`config.mk`:
```
export PLATFORM = sky130hd
export DESIGN_NAME = dw_downsizer
export DESIGN_NICKNAME = d
export VERILOG_FILES = /design/src/common/soc_pkg.sv /design/src/verilog/dw_downsizer.sv
export SDC_FILE = /design/constraint.sdc
export NUM_CORES = 1
export LEC_CHECK = 0
export ABC_CLOCK_PERIOD_IN_PS = 4700
export BUFFER_PORTS_ARGS = -buffer_cell sky130_fd_sc_hd__buf_2
export CORE_AREA = 2 2 109 111
export DETAILED_ROUTE_END_ITERATION = 6
export DIE_AREA = 0 0 111 113
export GPL_ROUTABILITY_DRIVEN = 1
export PLACE_DENSITY_LB_ADDON = 0.1
export SYNTH_ARGS = -nofsm -noshare
export SYNTH_HDL_FRONTEND = slang
export SYNTH_SLANG_ARGS = --single-unit
```
`constraint.sdc`:
```
create_clock -name clk_i -period 4.7 [get_ports clk_i]
set_clock_uncertainty 0.1 [all_clocks]
set_input_delay 0.94 -clock clk_i [delete_from_list [all_inputs] [get_ports clk_i]]
set_output_delay 0.94 -clock clk_i [all_outputs]
set_load 0.005 [all_outputs]
```
`src/common/soc_pkg.sv`:
```
package soc_pkg;

  // bus widths
  localparam int unsigned ADDR_W     = 32;
  localparam int unsigned DATA_W     = 64;
  localparam int unsigned SEL_W      = DATA_W / 8;
  localparam int unsigned DBG_DATA_W = 32;
  localparam int unsigned DBG_SEL_W  = DBG_DATA_W / 8;

  typedef logic [ADDR_W-1:0]     addr_t;
  typedef logic [DATA_W-1:0]     data_t;
  typedef logic [SEL_W-1:0]      sel_t;
  typedef logic [DBG_DATA_W-1:0] dbg_data_t;
  typedef logic [DBG_SEL_W-1:0]  dbg_sel_t;

  // address map
  localparam addr_t       L2_BASE  = 32'h1C00_0000;
  localparam addr_t       DBG_BASE = 32'h1A11_0000;
  localparam int unsigned DBG_SIZE = 4096;

  typedef enum logic [1:0] {
    REGION_L2,
    REGION_DBG,
    REGION_EXT
  } region_e;

  // region lookup, everything unmapped goes out through the ext port
  function automatic region_e addr_region(input addr_t addr, input int unsigned l2_size);
    region_e region;
    region = REGION_EXT;
    // offsets against the base avoid overflow of base + size
    if ((addr >= L2_BASE) && ((addr - L2_BASE) < addr_t'(l2_size))) begin
      region = REGION_L2;
    end else if ((addr >= DBG_BASE) && ((addr - DBG_BASE) < addr_t'(DBG_SIZE))) begin
      region = REGION_DBG;
    end
    return region;
  endfunction

endpackage

```
`src/verilog/dw_downsizer.sv`:
```
module dw_downsizer (
  input  logic               clk_i,
  input  logic               rst_n_i,

  // wide slave side
  input  logic               cyc_i,
  input  logic               stb_i,
  input  logic               we_i,
  input  soc_pkg::addr_t     adr_i,
  input  soc_pkg::data_t     dat_i,
  input  soc_pkg::sel_t      sel_i,
  output logic               ack_o,
  output soc_pkg::data_t     dat_o,

  // narrow master side
  output logic               n_cyc_o,
  output logic               n_stb_o,
  output logic               n_we_o,
  output soc_pkg::addr_t     n_adr_o,
  output soc_pkg::dbg_data_t n_dat_o,
  output soc_pkg::dbg_sel_t  n_sel_o,
  input  logic               n_ack_i,
  input  soc_pkg::dbg_data_t n_dat_i
);

  import soc_pkg::*;

  typedef enum logic [1:0] {
    DWS_IDLE,
    DWS_LOW,
    DWS_HIGH,
    DWS_DONE
  } dws_state_e;

  dws_state_e state_q;
  dws_state_e state_d;
  logic       need_hi_q;
  logic       need_hi_d;
  logic       touch_lo;
  logic       touch_hi;
  logic       hi_phase;
  data_t      rdata_q;

  assign touch_lo = |sel_i[DBG_SEL_W-1:0];
  assign touch_hi = |sel_i[SEL_W-1:DBG_SEL_W];
  assign hi_phase = (state_q == DWS_HIGH);

  always_comb begin
    state_d   = state_q;
    need_hi_d = need_hi_q;
    case (state_q)
      DWS_IDLE: begin
        if (cyc_i && stb_i) begin
          need_hi_d = touch_lo & touch_hi;
          // empty select still makes one access, to the low half
          state_d   = (touch_hi && !touch_lo) ? DWS_HIGH : DWS_LOW;
        end
      end
      DWS_LOW: begin
        if (n_ack_i) begin
          state_d = need_hi_q ? DWS_HIGH : DWS_DONE;
        end
      end
      DWS_HIGH: begin
        if (n_ack_i) begin
          state_d = DWS_DONE;
        end
      end
      default: begin
        state_d = DWS_IDLE;
      end
    endcase
  end

  always_ff @(posedge clk_i or negedge rst_n_i) begin
    if (!rst_n_i) begin
      state_q   <= DWS_IDLE;
      need_hi_q <= 1'b0;
    end else begin
      state_q   <= state_d;
      need_hi_q <= need_hi_d;
    end
  end

  // gather read halves, untouched half stays zero
  always_ff @(posedge clk_i) begin
    if (state_q == DWS_IDLE) begin
      rdata_q <= '0;
    end else if (n_stb_o && n_ack_i && !we_i) begin
      if (hi_phase) begin
        rdata_q[DATA_W-1:DBG_DATA_W] <= n_dat_i;
      end else begin
        rdata_q[DBG_DATA_W-1:0] <= n_dat_i;
      end
    end
  end

  assign n_cyc_o = (state_q == DWS_LOW) || hi_phase;
  assign n_stb_o = n_cyc_o;
  assign n_we_o  = we_i;
  // bit 2 picks the 32-bit half
  assign n_adr_o = {adr_i[ADDR_W-1:3], hi_phase, 2'b00};
  assign n_dat_o = hi_phase ? dat_i[DATA_W-1:DBG_DATA_W] : dat_i[DBG_DATA_W-1:0];
  assign n_sel_o = hi_phase ? sel_i[SEL_W-1:DBG_SEL_W] : sel_i[DBG_SEL_W-1:0];

  assign ack_o = (state_q == DWS_DONE);
  assign dat_o = rdata_q;

endmodule

```
==> key figures <==
Power and ir drop
  – PD cells: roughly 580 nW/um^2
  – Reg power frac: 33.1%
  – Static Leak: about 2.1 nW
  – Worst vdd ir: between 200 and 250 uV
  – Comb pwr share: between 40 and 50%
  – Net Switching: around 900 uW
  – Internal: 1.67 mW
  – Clk pwr share: roughly a quarter
  – Sw frac: between 30% and 40%

Worst setup path
  – Crit path max fanout: between 40 and 50
  – CP bufs+invs: 2
  – Slowest stage delay, CP: ~800 ps
  – CP delay by family, top: adder cells
  – Crit path arrival time: around 2300 ps
  – CP Data Required Time: 3660 ps
  – FF-to-FF path depth: 5
  – Kind of critical path: register to output port
  – R2r setup slk: between 1500 and 2000 ps
  – RR Endpoint: dat_o[15]
  – Crit path cell chain: inv_1 -> ha_2 -> mux2_2 -> buf_2
  – Crit path launch type: register
  – Slowest-stage cell, CP: ha_2
  – CP endpoint kind: output port
  – Reg-to-Reg Start: state_q[0]

Synthesis
  – Synth area leader: dfxtp_1
  – Sequential fraction of the synthesis area: about 43%
  – Mapped cell area: roughly 3200 sq um
  – Mapped Avg Cell Area: 8.30 sq um
  – Synth Instances: approximately 380
  – Top-area cell type share of the netlist area: between 40% and 50%
  – Flop and latch count out of synthesis: 67
  – Synth unique cells: 30
  – Top post-synthesis cells by area: dfxtp_1, nand2_1, mux2_2
  – Yosys warnings: 0

Route
  – DRC: 0
  – DR WL/cell: 15.9 um
  – Mean number of vias per cell: 4.57
  – Final WL: 11,100 um
  – Antenna Nets Post-Route: 0
  – DR iter-0 viols: approximately 180
  – Pre-Repair DR Iteration Count: 4
  – Vias post-DR: 3,205

Clocking
  – Worst-Skew Late Latency: approximately 320 ps
  – CTS tree: done
  – Max Root-Sink Buffers: 2
  – CTS clk-pin slew, worst paths: ~50 ps
  – Clock H-tree levels: 3
  – CTS sink cnt: 67
  – Number of setup buffers added after CTS: 0
  – Cts repair resizes: 0
  – Hold-fix buffers at CTS: 0
  – Clk root buf: clkbuf_16
  – Cts bufs inserted: 9

Finish
  – Layout cells sized above 1: about half
  – Final net count: between 700 and 800
  – Design Area, Final: ~4400 sq um
  – Fillcell total: 1,208
  – Antenna cells: 0
  – Area grow syn2layout: 38.3%

Global routing
  – First-pass GRT wire length: ~17,000 um
  – Largest net degree at the start of global routing: between 40 and 50
  – Initial antenna violation count: 0
  – GRT Total Usage: 17.4%
  – Vias in the first global route: 3,064
  – Grt total ovfl: 0

STA
  – Endpoints failing hold: 0
  – Fin crit period: roughly 3400 ps
  – Worst Tran Pin Value: between 1000 and 1500 ps
  – RSZ-0062 raised after global routing: false
  – Endpoints failing setup: 0
  – Max_slew headroom: 27.7%
  – Setup TNS: 0 ps
  – F_max: 0.298 GHz
  – Max Slew Vio Count: 0
  – Tcrit/Tclk final: ~70%

Placement
  – Detailed Place HPWL: 8250 um
  – IO Port Bufs: roughly 210
  – Area after DPL: 4110 sq um
  – RD Place Congestion: around 0.80

Die
  – Die Y: about 110 um
  – Rows: 39
  – Die area: 12,500 sq um
  – Initial core utilization: 28.3%
  – Num ports: between 200 and 300
  – Core Box Area: about 11,000 sq um
  – Die W: roughly 110 um

Run status
  – Status: finished clean

Hold path
  – Hold Path Class: input port to asynchronous set/reset pin

Job
  – Maxcap violations: 0
==> worst max path at each step <==
stage | start | slack (ps) | endpoint | cells after the start
CTS | state_q[0] | 1310 | n_dat_o[26] | 4
floorplan | state_q[0] | 2140 | n_dat_o[10] | 5
global placement | state_q[0] | 1710 | n_dat_o[26] | 4
finish | state_q[0] | 1350 | n_dat_o[26] | 4
detailed placement | state_q[0] | 1680 | n_dat_o[26] | 4
global route | state_q[0] | 1230 | n_dat_o[26] | 4
==> power by group through the flow <==
stage               logic (mW)  clock network, mW  registers [mW]
finish                    1.05              0.670           0.851
CTS                       1.07              0.697           0.853
floorplan                0.609                  0           0.875
detailed placement        1.06                  0           0.863
global placement          1.06                  0           0.854
global route              1.16              0.725           0.876
==> final cells by class <==
| type | instances | area [sq um] | area share, % |
|---|---|---|---|
| inverter | 2 | 7.51 | 0.170 |
| clock buffer | 13 | 260 | 5.91 |
| tap | 143 | 179 | 4.06 |
| clock inverter | 2 | 35.0 | 0.795 |
| sequential | 67 | 1360 | 30.8 |
| timing repair buffer | 218 | 1100 | 25.0 |
| multi-input combinational | 256 | 1470 | 33.3 |
==> metal layers <==
layer | wire (um) | GRT usage (%)
met1 | 4360 | 19.3
met2 | 5540 | 30.7
met3 | 1110 | 6.80
met4 | 117 | 5.50
met5 | 0 | 0
==> Yosys cell counts <==
cell type,number
a21bo_1,1
a21bo_2,1
a21oi_1,64
a221oi_2,1
a31oi_1,1
and3_1,1
and4b_1,2
and4bb_1,1
buf_1,1
buf_2,13
buf_4,34
clkbuf_1,12
conb_1,1
dfrtp_1,3
dfxtp_1,64
ha_1,5
inv_1,2
mux2_2,36
nand2_1,130
nand2b_1,1
nand3_1,1
nand3b_1,1
nand4b_1,1
nand4bb_1,1
nor4_1,1
nor4_2,1
o21bai_1,1
o2bb2ai_1,1
o31ai_1,1
or4_4,1
==> flip-flops by register name, indices dropped and copies added (netlist names) <==
name,count
dat_o,64
state_q,2
need_hi_q,1
==> kinds of logic (layout without fill, tap and decap cells) <==
family	Yosys count	count (layout)	synth area share (%)
flip-flops	67	67	42.6
adder cells (fa/ha/maj)	5	5	1.96
buffers and inverters	62	235	11.8
other	1	2	0.118
multiplexers	36	36	12.7
AO/OA/AOI/OAI	71	71	12.1
AND/OR/NAND/NOR	142	142	18.7
==> cell usage in the layout, fill, tap and decap left out, types with 2 or more instances in the layout <==
cell type	instances
conb_1	2
ha_2	2
nand2_1	130
a21oi_1	64
clkbuf_16	9
buf_2	214
clkbuf_8	2
and4b_1	2
inv_1	2
mux2_2	36
dfxtp_1	64
buf_4	4
dfrtp_1	3
ha_1	3
clkbuf_1	2
==> per-stage QoR <==
step | power, mW | hold slack (ps) | utilization [%] | cells | setup WS, ps
2_1_floorplan | 1.48 | 340 | - | 385 | 2140
3_3_place_gp | 1.91 | 339 | 36.5 | 686 | 1710
3_5_place_dp | 1.93 | 344 | 36.5 | 686 | 1680
4_1_cts | 2.62 | 294 | 39.1 | 701 | 1310
5_1_grt | 2.76 | 295 | 39.1 | 701 | 1230
6_report | 2.57 | 308 | 39.1 | 701 | 1350
No activity file was read; power rests on OpenSTA's default activity.
