`config.mk`:
```
export PLATFORM = sky130hd
export DESIGN_NAME = soc_bus
export DESIGN_NICKNAME = d
export VERILOG_FILES = /design/src/common/soc_pkg.sv /design/src/soc_bus/soc_bus.sv
export SDC_FILE = /design/constraint.sdc
export NUM_CORES = 1
export LEC_CHECK = 0
export ABC_CLOCK_PERIOD_IN_PS = 3860
export BUFFER_PORTS_ARGS = -buffer_cell sky130_fd_sc_hd__buf_2
export CORE_AREA = 4 4 334 336
export CTS_CLUSTER_DIAMETER = 200
export DETAILED_ROUTE_END_ITERATION = 8
export DIE_AREA = 0 0 338 340
export GPL_TIMING_DRIVEN = 0
export HOLD_SLACK_MARGIN = 0.06
export RECOVER_POWER = 50
export SYNTH_ARGS = -nofsm -noshare
export SYNTH_HDL_FRONTEND = slang
export SYNTH_SLANG_ARGS = --single-unit
```
`constraint.sdc`:
```
create_clock -name clk_i -period 3.86 [get_ports clk_i]
set_input_delay 0.193 -clock clk_i [delete_from_list [all_inputs] [get_ports clk_i]]
set_output_delay 0.193 -clock clk_i [all_outputs]
set_load 0.05 [all_outputs]
```
`src/common/soc_pkg.sv`:
```
package soc_pkg;

  // bus widths
  localparam int unsigned ADDR_W     = 32;
  localparam int unsigned DATA_W     = 64;
  localparam int unsigned SEL_W      = DATA_W / 8;
  localparam int unsigned DBG_DATA_W = 32;
  localparam int unsigned DBG_SEL_W  = DBG_DATA_W / 8;

  typedef logic [ADDR_W-1:0]     addr_t;
  typedef logic [DATA_W-1:0]     data_t;
  typedef logic [SEL_W-1:0]      sel_t;
  typedef logic [DBG_DATA_W-1:0] dbg_data_t;
  typedef logic [DBG_SEL_W-1:0]  dbg_sel_t;

  // address map
  localparam addr_t       L2_BASE  = 32'h1C00_0000;
  localparam addr_t       DBG_BASE = 32'h1A11_0000;
  localparam int unsigned DBG_SIZE = 4096;

  typedef enum logic [1:0] {
    REGION_L2,
    REGION_DBG,
    REGION_EXT
  } region_e;

  // region lookup, everything unmapped goes out through the ext port
  function automatic region_e addr_region(input addr_t addr, input int unsigned l2_size);
    region_e region;
    region = REGION_EXT;
    // offsets against the base avoid overflow of base + size
    if ((addr >= L2_BASE) && ((addr - L2_BASE) < addr_t'(l2_size))) begin
      region = REGION_L2;
    end else if ((addr >= DBG_BASE) && ((addr - DBG_BASE) < addr_t'(DBG_SIZE))) begin
      region = REGION_DBG;
    end
    return region;
  endfunction

endpackage

```
`src/soc_bus/soc_bus.sv`:
```
module soc_bus #(
  parameter int unsigned L2_N_PORTS = 2,
  parameter int unsigned L2_SIZE    = 65536
) (
  input  logic                  clk_i,
  input  logic                  rst_n_i,

  // host slave port
  input  logic                  host_cyc_i,
  input  logic                  host_stb_i,
  input  logic                  host_we_i,
  input  soc_pkg::addr_t        host_adr_i,
  input  soc_pkg::data_t        host_dat_i,
  input  soc_pkg::sel_t         host_sel_i,
  output logic                  host_ack_o,
  output soc_pkg::data_t        host_dat_o,

  // l2 banks
  output logic [L2_N_PORTS-1:0] l2_cyc_o,
  output logic [L2_N_PORTS-1:0] l2_stb_o,
  output logic [L2_N_PORTS-1:0] l2_we_o,
  output soc_pkg::addr_t        l2_adr_o [L2_N_PORTS],
  output soc_pkg::data_t        l2_dat_o [L2_N_PORTS],
  output soc_pkg::sel_t         l2_sel_o [L2_N_PORTS],
  input  logic [L2_N_PORTS-1:0] l2_ack_i,
  input  soc_pkg::data_t        l2_dat_i [L2_N_PORTS],

  // debug path still 64 bit wide here
  output logic                  dws_cyc_o,
  output logic                  dws_stb_o,
  output logic                  dws_we_o,
  output soc_pkg::addr_t        dws_adr_o,
  output soc_pkg::data_t        dws_dat_o,
  output soc_pkg::sel_t         dws_sel_o,
  input  logic                  dws_ack_i,
  input  soc_pkg::data_t        dws_dat_i,

  // external master port
  output logic                  ext_cyc_o,
  output logic                  ext_stb_o,
  output logic                  ext_we_o,
  output soc_pkg::addr_t        ext_adr_o,
  output soc_pkg::data_t        ext_dat_o,
  output soc_pkg::sel_t         ext_sel_o,
  input  logic                  ext_ack_i,
  input  soc_pkg::data_t        ext_dat_i
);

  import soc_pkg::*;

  // bank bits sit right above the 8-byte word offset
  localparam int unsigned BYTE_SHIFT = $clog2(SEL_W);
  localparam int unsigned BANK_SHIFT = BYTE_SHIFT + $clog2(L2_N_PORTS);

  region_e region_d;
  region_e region_q;
  region_e region;
  logic    busy_q;
  logic    host_req;
  logic    target_ack;
  addr_t   l2_off;
  addr_t   l2_bank;

  assign host_req = host_cyc_i & host_stb_i;
  assign region_d = addr_region(host_adr_i, L2_SIZE);
  // steering frozen once a request is open
  assign region   = busy_q ? region_q : region_d;

  always_ff @(posedge clk_i or negedge rst_n_i) begin
    if (!rst_n_i) begin
      busy_q   <= 1'b0;
      region_q <= REGION_EXT;
    end else begin
      busy_q <= host_req & ~host_ack_o;
      if (!busy_q) begin
        region_q <= region_d;
      end
    end
  end

  assign l2_off  = host_adr_i - L2_BASE;
  assign l2_bank = (l2_off >> BYTE_SHIFT) & addr_t'(L2_N_PORTS - 1);

  always_comb begin
    for (int i = 0; i < L2_N_PORTS; i++) begin
      l2_cyc_o[i] = host_cyc_i && (region == REGION_L2) && (l2_bank == addr_t'(i));
      l2_stb_o[i] = host_stb_i && (region == REGION_L2) && (l2_bank == addr_t'(i));
      l2_we_o[i]  = host_we_i;
      // word index inside the bank
      l2_adr_o[i] = l2_off >> BANK_SHIFT;
      l2_dat_o[i] = host_dat_i;
      l2_sel_o[i] = host_sel_i;
    end
  end

  assign dws_cyc_o = host_cyc_i && (region == REGION_DBG);
  assign dws_stb_o = host_stb_i && (region == REGION_DBG);
  assign dws_we_o  = host_we_i;
  assign dws_adr_o = host_adr_i;
  assign dws_dat_o = host_dat_i;
  assign dws_sel_o = host_sel_i;

  assign ext_cyc_o = host_cyc_i && (region == REGION_EXT);
  assign ext_stb_o = host_stb_i && (region == REGION_EXT);
  assign ext_we_o  = host_we_i;
  assign ext_adr_o = host_adr_i;
  assign ext_dat_o = host_dat_i;
  assign ext_sel_o = host_sel_i;

  // response mux
  always_comb begin
    target_ack = 1'b0;
    host_dat_o = '0;
    case (region)
      REGION_L2: begin
        for (int i = 0; i < L2_N_PORTS; i++) begin
          if (l2_bank == addr_t'(i)) begin
            target_ack = l2_ack_i[i];
            host_dat_o = l2_dat_i[i];
          end
        end
      end
      REGION_DBG: begin
        target_ack = dws_ack_i;
        host_dat_o = dws_dat_i;
      end
      default: begin
        target_ack = ext_ack_i;
        host_dat_o = ext_dat_i;
      end
    endcase
  end

  assign host_ack_o = target_ack;

endmodule

```
==> run summary, run 1 <==
Iteration-0 DRC Markers -> 235
DR pass1 iterations -> 5
Area Growth Syn to Fin -> 85.83%
asr flop ratio synth -> 100.0%
Unique masters post-synth -> 51
EDFF count, synth -> 0
Mapped Cells -> 875
worst-skew pair later-pin latency -> 0.22 ns
#FFs+latches synth -> 3
Die ar. -> 0.1149 mm^2
CP arrival -> 3.52 ns
CP required -> 3.67 ns
setup ws final -> 0.1508 ns
min cycle time layout -> 3.709 ns
setup bufs post-CTS -> 0
total number of vias -> 8500
crit end category -> primary output
top_reg_cell synth -> dfrtp_1
final std cells w/o fill -> 3078
placed cells -> 3063
Avg Vias per Cell -> 2.762
gpl congestion -> 0.7639
mapped cell area -> 0.006402 mm^2
# Max-Cap Violations -> 0
Peak VDD IR -> 0.0001188 V
Core Util, Final -> 10.96%
crit path max fanout -> 10
Tightest Pin Transition -> 1.333 ns
# setup viols final -> 0
Fill cells -> 12840
CTS Root Cell -> clkbuf_16
DIE HEIGHT -> 340 um
post-DR wirelength/cell -> 18.71 um
die width -> 338 um
Worst Hold Margin -> 0.3401 ns
worst clock skew -> 0.00003605 ns
first-pass GRT wire length -> 71030 um
CTS tree -> done
final wirelength -> 57580 um
status -> finished clean
FP Rows -> 121
Crit-path slowest cell -> o32a_1
Max H-tree Level -> 1
critical-path cell list -> buf_2 > clkbuf_1 > inv_1 > ha_1 > a21o_1 > o31ai_1 > mux2_2 > o211ai_1 > o32a_1 > buf_6 > buf_6 > o221ai_2 > buf_2
final hold violations -> 0
IO Pins -> 862
Initial Utilization -> 5.898%
Synth area leader -> buf_4
post-route ant nets -> 0
worst hold path cell count -> 3
Avg Synthesized Cell Area -> 7.317 um^2
Layout Nets -> 2027
FMAX -> 269.6 MHz
Final Cycle Share -> 96.09%
static leakage -> 5.992 nW
global route total overflow -> 0
Crit. path cell count -> 13
Top Family by Delay on Critical Path -> buffers and inverters
DP HPWL -> 53570 um
Global Route Usage Sum -> 9.197%
synth top area cells -> buf_4 49%, mux2_2 11%, o221ai_2 9.4%
Worst path max stage delay -> 0.49 ns
Pwr Density -> 203.6 mW/mm^2
most instantiated cells after synthesis -> 416 x buf_4, 133 x inv_1, 68 x nand3_1, 65 x mux2_2, 40 x o221ai_2
initial antenna violation count -> 21
most common cell in the netlist -> buf_4
largest net degree at the start of global routing -> 11
CP bufs+invs -> 6
Hold Crit Class -> primary input to flip-flop
DRC Markers -> 0
# port buffers -> 766
Placeable Area -> 0.1086 mm^2
Seq/Total Area, Yosys -> 1.192%
R2R depth -> 5
RSZ-0062 raised after global routing -> true
# clock sinks -> 3
Clock transition at path regs -> 0.03 ns
multi-input logic area -> 0.002511 mm^2
fin. max-slew vios -> 0
dpl ws -> -0.6633 ns
top-area cell type share of the netlist area -> 48.78%
vias in the first global route -> 8202
CP Launch Type -> primary input
Max-slew headroom -> 11.16%
maximum clock path buffer count -> 2
CTS Buf Count -> 3
Storage cell area -> 76.32 um^2
share of layout cells above drive strength 1 -> 64.99%
critical path class -> primary input to primary output
Synth warnings -> 0
layout by cell type, fill, tap and decap left out, types with 3 or more instances in the layout:
| cell | Yosys | layout |
|---|---|---|
| a211oi_1 | 3 | 3 |
| a21oi_1 | 6 | 6 |
| and2_1 | 3 | 3 |
| and3_1 | 4 | 4 |
| buf_2 | 4 | 526 |
| buf_4 | 416 | 417 |
| buf_6 | 9 | 9 |
| clkbuf_1 | 28 | 266 |
| clkbuf_16 | 0 | 3 |
| clkbuf_2 | 0 | 4 |
| conb_1 | 1 | 8 |
| diode_2 | 0 | 10 |
| ha_1 | 3 | 3 |
| inv_1 | 133 | 133 |
| mux2_2 | 65 | 65 |
| nand2_1 | 9 | 9 |
| nand3_1 | 68 | 67 |
| nor2_1 | 6 | 6 |
| nor3b_1 | 3 | 3 |
| o21ai_0 | 5 | 5 |
| o221ai_1 | 24 | 24 |
| o221ai_2 | 40 | 40 |
| or3_1 | 3 | 3 |
| or4_1 | 4 | 4 |
timing repair:
item,4_1_cts,5_1_grt
setup endpoints to repair,26,13
resized for setup,5,10
pin swaps,0,0
hold buffers,1,0
endpoints found under the hold margin,3,0
worst paths after layout:
path	from	end	slack [ns]
max in group asynchronous	rst_n_i	region_q[1]	3.18
min in group asynchronous	rst_n_i	busy_q	0.44
worst max-delay path	host_adr_i[26]	host_dat_o[55]	0.15
worst min register to register	region_q[0]	region_q[0]	0.61
worst min-delay path	ext_ack_i	busy_q	0.34
worst max register to register	busy_q	busy_q	1.94
registers in the layout, indices dropped and copies added (netlist names):
signal	cells
busy_q	1
region_q	2
kinds of logic after synthesis:
family                   synth area share (%)
AND/OR/NAND/NOR                         8.833
adder cells (fa/ha/maj)                0.5863
other                                 0.05857
XOR/XNOR                               0.4105
AO/OA/AOI/OAI                           17.00
multiplexers                            11.75
buffers and inverters                   60.17
flip-flops                              1.192
report_power, final:
part / switching, mW / leakage [nW] / total, mW / internal, mW
clock: 0.0273 / 0.0382 / 0.163 / 0.136
sequential: 0.000934 / 0.0379 / 0.0340 / 0.0331
combinational: 1.56 / 5.92 / 2.23 / 0.662
worst min-delay path, cell delays in order:
cell     delay, ns
buf_2         0.10
inv_1         0.07
o211a_1       0.16
per-layer routing:
metal / routed length, um / GRT usage [%]
met5: 34 / 0
met2: 27120 / 15.75
met4: 1068 / 2.312
met3: 3933 / 1.349
met1: 25420 / 12.04
through the flow:
stage / TNS, ns / area [um^2] / total power [mW]
after floorplan: 0 / 6429 / 1.694
after global placement: -9.523 / 12030 / 2.301
after detailed placement: -9.934 / 12060 / 2.312
after CTS: 0 / 12160 / 2.485
after global routing: -0.003393 / 11880 / 2.534
final: 0 / 11900 / 2.423
area by class of cell:
| class | instances | area share, % |
|---|---|---|
| Tap cell | 1414 | 14.87 |
| Buffer | 457 | 28.28 |
| Clock buffer | 4 | 0.6625 |
| Sequential cell | 3 | 0.6415 |
| Antenna cell | 10 | 0.2103 |
| Inverter | 134 | 4.228 |
| Timing Repair Buffer | 768 | 30.00 |
| Multi-Input combinational cell | 288 | 21.11 |
Note: power is estimated with default switching activity, not from simulation.
==> run 2, diff against run 1 <==
BUFFER_PORTS_ARGS = -buffer_cell sky130_fd_sc_hd__buf_4   (was -buffer_cell sky130_fd_sc_hd__buf_2)
==> run 2 against run 1 <==
  * Clock skew increased by 0.0039 ns
  * Combinational power rose by 8%
  * Worst setup slack gained 0.061 ns
  * Hold slack gained 0.00070 ns
  * Wire length grew 2.5%
  * Highest routed layer unchanged
  * Register-to-register slack lost 0.03 ns
  * Count of clock-buffer cells in the layout is the same
  * Global-route usage up 0.23 points
  * Maximum frequency grew 1.7%
==> run summary, run 2 (synthesis results as in run 1) <==
status -> finished clean
Hold Startpoint -> ext_ack_i
sequential power share -> 1.3% (about the same)
Worst path max stage delay -> 0.60 ns (+0.11 ns)
CTS Root Cell -> clkbuf_16
DIE HEIGHT -> 340 um (unchanged)
Area Growth Syn to Fin -> 105.7%
R2R depth -> 5 (unchanged)
# Max-Cap Violations -> 0 (unchanged)
origin of the critical flop-to-flop path -> busy_q
Crit-path slowest cell -> o32ai_2
Worst Hold End -> busy_q
R2R Setup Slk -> 1.91 ns (-0.03 ns)
CTS Buf Count -> 3 (unchanged)
critical path class -> primary input to primary output
Placeable Area -> 0.1086 mm^2 (unchanged)
crit path max fanout -> 10 (unchanged)
total number of vias -> 8443 (-0.67%)
Clock transition at path regs -> 0.03 ns (about the same)
worst clock skew -> 0.003922 ns (+0.003886 ns)
DR pass1 iterations -> 4 (-1)
Pwr Total -> 2.600 mW (+7.3%)
Avg Vias per Cell -> 2.748 (-0.48%)
Core Util, Final -> 12.13% (+1.2 points)
CP arrival -> 3.46 ns (-0.06 ns)
Final Cycle Share -> 94.52% (-1.6 points)
initial antenna violation count -> 17 (-19%)
Net Sw Power -> 1.599 mW (+0.47%)
global route total overflow -> 0 (unchanged)
max reg flops -> 2 (unchanged)
gpl congestion -> 0.7565 (-0.97%)
share of layout cells above drive strength 1 -> 64.75% (-0.24 points)
# clock sinks -> 3 (unchanged)
# setup viols final -> 0 (unchanged)
Layout Nets -> 2027 (unchanged)
final wirelength -> 59030 um (+2.5%)
final hold violations -> 0 (unchanged)
Initial Utilization -> 5.898% (unchanged)
Fill cells -> 12830 (-0.039%)
Reg2Reg Capture Point -> busy_q
Combinational Power Share -> 92.4% (+0.6 points)
CP required -> 3.67 ns (about the same)
post-DR wirelength/cell -> 19.21 um (+2.7%)
critical-path cell list -> buf_4 > clkbuf_1 > inv_1 > ha_1 > a21o_1 > o31ai_1 > mux2_2 > o211ai_1 > o32ai_2 > buf_6 > buf_6 > o221ai_2 > buf_4
Tightest Pin Transition -> 1.083 ns (-0.2498 ns)
FP Rows -> 121 (unchanged)
sw frac -> 61.50% (-4.2 points)
static leakage -> 6.422 nW (+7.2%)
Max-slew headroom -> 27.81% (+17 points)
fin. max-slew vios -> 0 (unchanged)
most common cell after layout, fill and taps aside -> buf_4
crit end category -> primary output
Iteration-0 DRC Markers -> 201 (-14%)
FMAX -> 274.1 MHz (+1.7%)
min cycle time layout -> 3.648 ns (-0.06080 ns)
Peak VDD IR -> 0.0001069 V (-10%)
largest net degree at the start of global routing -> 11 (unchanged)
IO Pins -> 862 (unchanged)
Max H-tree Level -> 1 (unchanged)
biggest regs -> region_q: 2 flops, busy_q: 1 flops
DRC Markers -> 0 (unchanged)
setup ws final -> 0.2116 ns (+0.06080 ns)
first-pass GRT wire length -> 73080 um (+2.9%)
dpl ws -> -0.4708 ns (+0.1925 ns)
# port buffers -> 766 (unchanged)
post-route ant nets -> 0 (unchanged)
Internal Power -> 1.001 mW (+20%)
CTS tree -> done
maximum clock path buffer count -> 2 (unchanged)
most frequent cells in the layout -> 938 x buf_4, 270 x clkbuf_1, 133 x inv_1
vias in the first global route -> 8451 (+3.0%)
most flop-heavy register -> region_q
Clk pwr share -> 6.3% (-0.4 points)
die width -> 338 um (unchanged)
DP HPWL -> 54810 um (+2.3%)
worst-skew pair later-pin latency -> 0.22 ns (about the same)
Global Route Usage Sum -> 9.426% (+0.23 points)
Pwr Density -> 197.4 mW/mm^2 (-3.1%)
Hold Crit Class -> primary input to flip-flop
CP Launch Type -> primary input
RSZ-0062 raised after global routing -> false
Die ar. -> 0.1149 mm^2 (unchanged)
worst hold path cell count -> 3 (unchanged)
[run 2: cell types whose count changed in the layout (fill, tap and decap cells not counted), sizes merged]
cell,delta
diode,-6
clkbuf,+2
buf,-1
clkdlybuf4s15,-1
[run 2: worst max-delay path by stage]
stage | to | startpoint | depth (start not counted)
final | host_dat_o[55] | host_adr_i[26] | 13
after global routing | host_dat_o[55] | host_adr_i[26] | 13
after CTS | host_dat_o[53] | host_adr_i[3] | 8
after detailed placement | host_dat_o[57] | host_adr_i[24] | 10
after global placement | host_dat_o[57] | host_adr_i[24] | 10
after floorplan | host_dat_o[13] | host_adr_i[26] | 10
[run 2: what timing repair did]
action	4_1_cts	5_1_grt
buffers inserted	0	0
resized for setup	3	1
pin swaps	0	0
hold endpoints to repair	3	0
setup endpoints to repair	22	11
hold buffers	1	0
[run 2: per-layer routing]
metal	vias to the layer above	track usage, %	share of wire, %
met2	527	16.67	48
li1	4028	-	-
met1	3850	11.98	41
met5	-	0	0.017
met4	2	1.419	1.5
met3	36	1.873	9.1
[run 2: final cells by class]
cell class                 instances  area, um^2  area share [%]
timing repair buffer             768        4872           36.99
buffer                           457        3356           25.48
multi-input combinational        288        2506           19.03
tap                             1414        1769           13.43
inverter                         134       503.0           3.819
clock buffer                       4       78.83          0.5985
sequential                         3       76.32          0.5795
antenna                            4       10.01         0.07599
[run 2: power groups by stage]
stage                     sequential [mW]  combinational [mW]  clock, mW
after global routing               0.0341                2.51      0.168
after CTS                          0.0340                2.56      0.165
after global placement             0.0343                2.54          0
after floorplan                    0.0341                1.66          0
final                              0.0340                2.40      0.163
after detailed placement           0.0343                2.55          0
[run 2: per-stage QoR]
stage,instances,area [um^2],hold slack [ns],TNS [ns]
final,3072,13170,0.3408,0
after global routing,3069,13160,0.3506,0
after CTS,3068,14070,0.3428,0
after detailed placement,3063,13980,-0.01067,-6.960
after global placement,3062,13950,-0.01084,-7.368
after floorplan,882,6429,-0.1026,0
[run 2: worst max-delay path: cells and delay by family]
family,cells,cell delay (ns)
compound gates,5,1.28
fa+ha+maj,1,0.30
buf+inv,6,1.43
mux,1,0.20
==> run 3, diff against run 2 <==
GPL_TIMING_DRIVEN = unset   (was 0)
REMOVE_ABC_BUFFERS = 1   (was unset)
==> run 3 against run 2 <==
  * Clock power about the same
  * Wire length rose by 42%
  * Combinational power down 50%
  * Final cell count decreased by 25%
  * Register-to-register slack worse by 0.03 ns
  * Critical path depth shrank 4
  * Global-route usage is 4.3 points higher
  * Non-clock buffer count down 773
  * First-iteration DRC count rose by 30%
  * Critical path type unchanged
  * Largest cell class unchanged
==> run summary, run 3 (synthesis results as in run 1) <==
CTS Root Cell -> clkbuf_16
Max-slew headroom -> 53.00% (+25 points)
post-DR wirelength/cell -> 36.38 um (+89%)
TNS Setup -> 0 ns (unchanged)
gpl congestion -> 0.8627 (+14%)
placed cells -> 2290 (-25%)
final hold violations -> 0 (unchanged)
Pwr Density -> 165.0 mW/mm^2 (-16%)
# clock sinks -> 3 (unchanged)
Global Route Usage Sum -> 13.75% (+4.3 points)
R2R depth -> 4 (-1)
total number of vias -> 6548 (-22%)
vias in the first global route -> 6464 (-24%)
Tightest Pin Transition -> 0.6986 ns (-0.3843 ns)
biggest regs -> region_q: 2 flops, busy_q: 1 flops
status -> finished clean
crit end category -> primary output
max reg flops -> 2 (unchanged)
Hold Crit Class -> primary input to async pin
DR pass1 iterations -> 4 (unchanged)
# Max-Cap Violations -> 0 (unchanged)
worst clock skew -> 0.001167 ns (-0.002756 ns)
setup bufs post-CTS -> 0 (unchanged)
Layout Nets -> 1254 (-38%)
Iteration-0 DRC Markers -> 262 (+30%)
CP required -> 3.67 ns (about the same)
post-route design area -> 0.008436 mm^2 (-36%)
global route total overflow -> 0 (unchanged)
Placeable Area -> 0.1086 mm^2 (unchanged)
Clock transition at path regs -> 0.03 ns (about the same)
most frequent cells in the layout -> 446 x buf_4, 133 x inv_1, 68 x nand3_1
DP HPWL -> 74010 um (+35%)
DIE HEIGHT -> 340 um (unchanged)
CTS Buf Count -> 3 (unchanged)
Die ar. -> 0.1149 mm^2 (unchanged)
IO Pins -> 862 (unchanged)
Pwr Total -> 1.392 mW (-46%)
CTS tree -> done
crit path max fanout -> 66 (+56)
largest net degree at the start of global routing -> 67 (+56)
Worst Hold Margin -> 0.3614 ns (+0.02060 ns)
first-pass GRT wire length -> 96860 um (+33%)
most flop-heavy register -> region_q
most common cell after layout, fill and taps aside -> buf_4
dpl ws -> 0.3671 ns (+0.8380 ns)
critical path class -> primary input to primary output
Core Util, Final -> 7.771% (-4.4 points)
static leakage -> 3.685 nW (-43%)
# port buffers -> 439 (-43%)
min cycle time layout -> 3.597 ns (-0.05157 ns)
maximum clock path buffer count -> 2 (unchanged)
Post-DP Area -> 0.008332 mm^2 (-40%)
final std cells w/o fill -> 2301 (-25%)
die width -> 338 um (unchanged)
CP Launch Type -> primary input
setup ws final -> 0.2632 ns (+0.05157 ns)
# setup viols final -> 0 (unchanged)
worst-skew pair later-pin latency -> 0.23 ns (about the same)
Peak VDD IR -> 0.00008332 V (-22%)
DRC Markers -> 0 (unchanged)
final wirelength -> 83700 um (+42%)
CP arrival -> 3.40 ns (-0.06 ns)
share of layout cells above drive strength 1 -> 64.59% (-0.17 points)
FP Rows -> 121 (unchanged)
post-route ant nets -> 0 (unchanged)
RSZ-0062 raised after global routing -> false
Area Growth Syn to Fin -> 31.76%
Final Cycle Share -> 93.18% (-1.3 points)
fin. max-slew vios -> 0 (unchanged)
Initial Utilization -> 5.898% (unchanged)
Avg Vias per Cell -> 2.846 (+3.5%)
initial antenna violation count -> 21 (+4)
Max H-tree Level -> 1 (unchanged)
FMAX -> 278.0 MHz (+1.4%)
==> run 3: cell count changes in the layout (fill, tap and decap cells not counted), sizes merged <==
cell    before  now
diode        4    6
buf        952  451
clkbuf     276    4
==> run 3: critical path, stage by stage <==
cell      delay, ns
buf_4          0.14
or4_1          0.60
nor4_1         0.56
o2111a_1       0.31
o211ai_2       0.15
o32a_2         0.39
buf_12         0.18
o221ai_2       0.38
buf_4          0.26
==> run 3: area by class of cell <==
| cell class | instances | area, um^2 |
|---|---|---|
| fillers | 12740 | 100100 |
| repair buffers | 452 | 3458 |
| multi-input cells | 288 | 2535 |
| well taps | 1414 | 1769 |
| inverters | 134 | 503.0 |
| clock buffers | 4 | 78.83 |
| flip-flops and latches | 3 | 76.32 |
| diodes | 6 | 15.01 |
==> run 3: repair_timing <==
item	4_1_cts	5_1_grt
gates resized for setup	0	0
hold endpoints to repair	3	0
hold buffers	1	0
==> run 3: where the power goes <==
group	total [mW]	switching, mW	internal (mW)
Combinational	1.19	0.733	0.458
Sequential	0.0354	0.00225	0.0331
Clock	0.164	0.0282	0.136
Total	1.39	0.764	0.628
==> run 3: layer usage <==
metal	routed length [um]	track usage, %	vias to the layer above
met4	3166	4.231	23
li1	-	-	2481
met2	36580	21.86	987
met1	26360	12.57	2945
met3	16980	12.33	112
met5	611	3.532	-
==> run 3: worst paths after layout <==
path                       slack [ns]           start              to
max                              0.26  host_adr_i[24]  host_dat_o[50]
min                              0.36         rst_n_i          busy_q
max reg2reg                      1.88          busy_q          busy_q
min reg2reg                      1.00     region_q[0]     region_q[0]
max in group asynchronous        3.31         rst_n_i     region_q[1]
min in group clk_i               0.39  host_dat_i[63]   l2_dat_o[127]
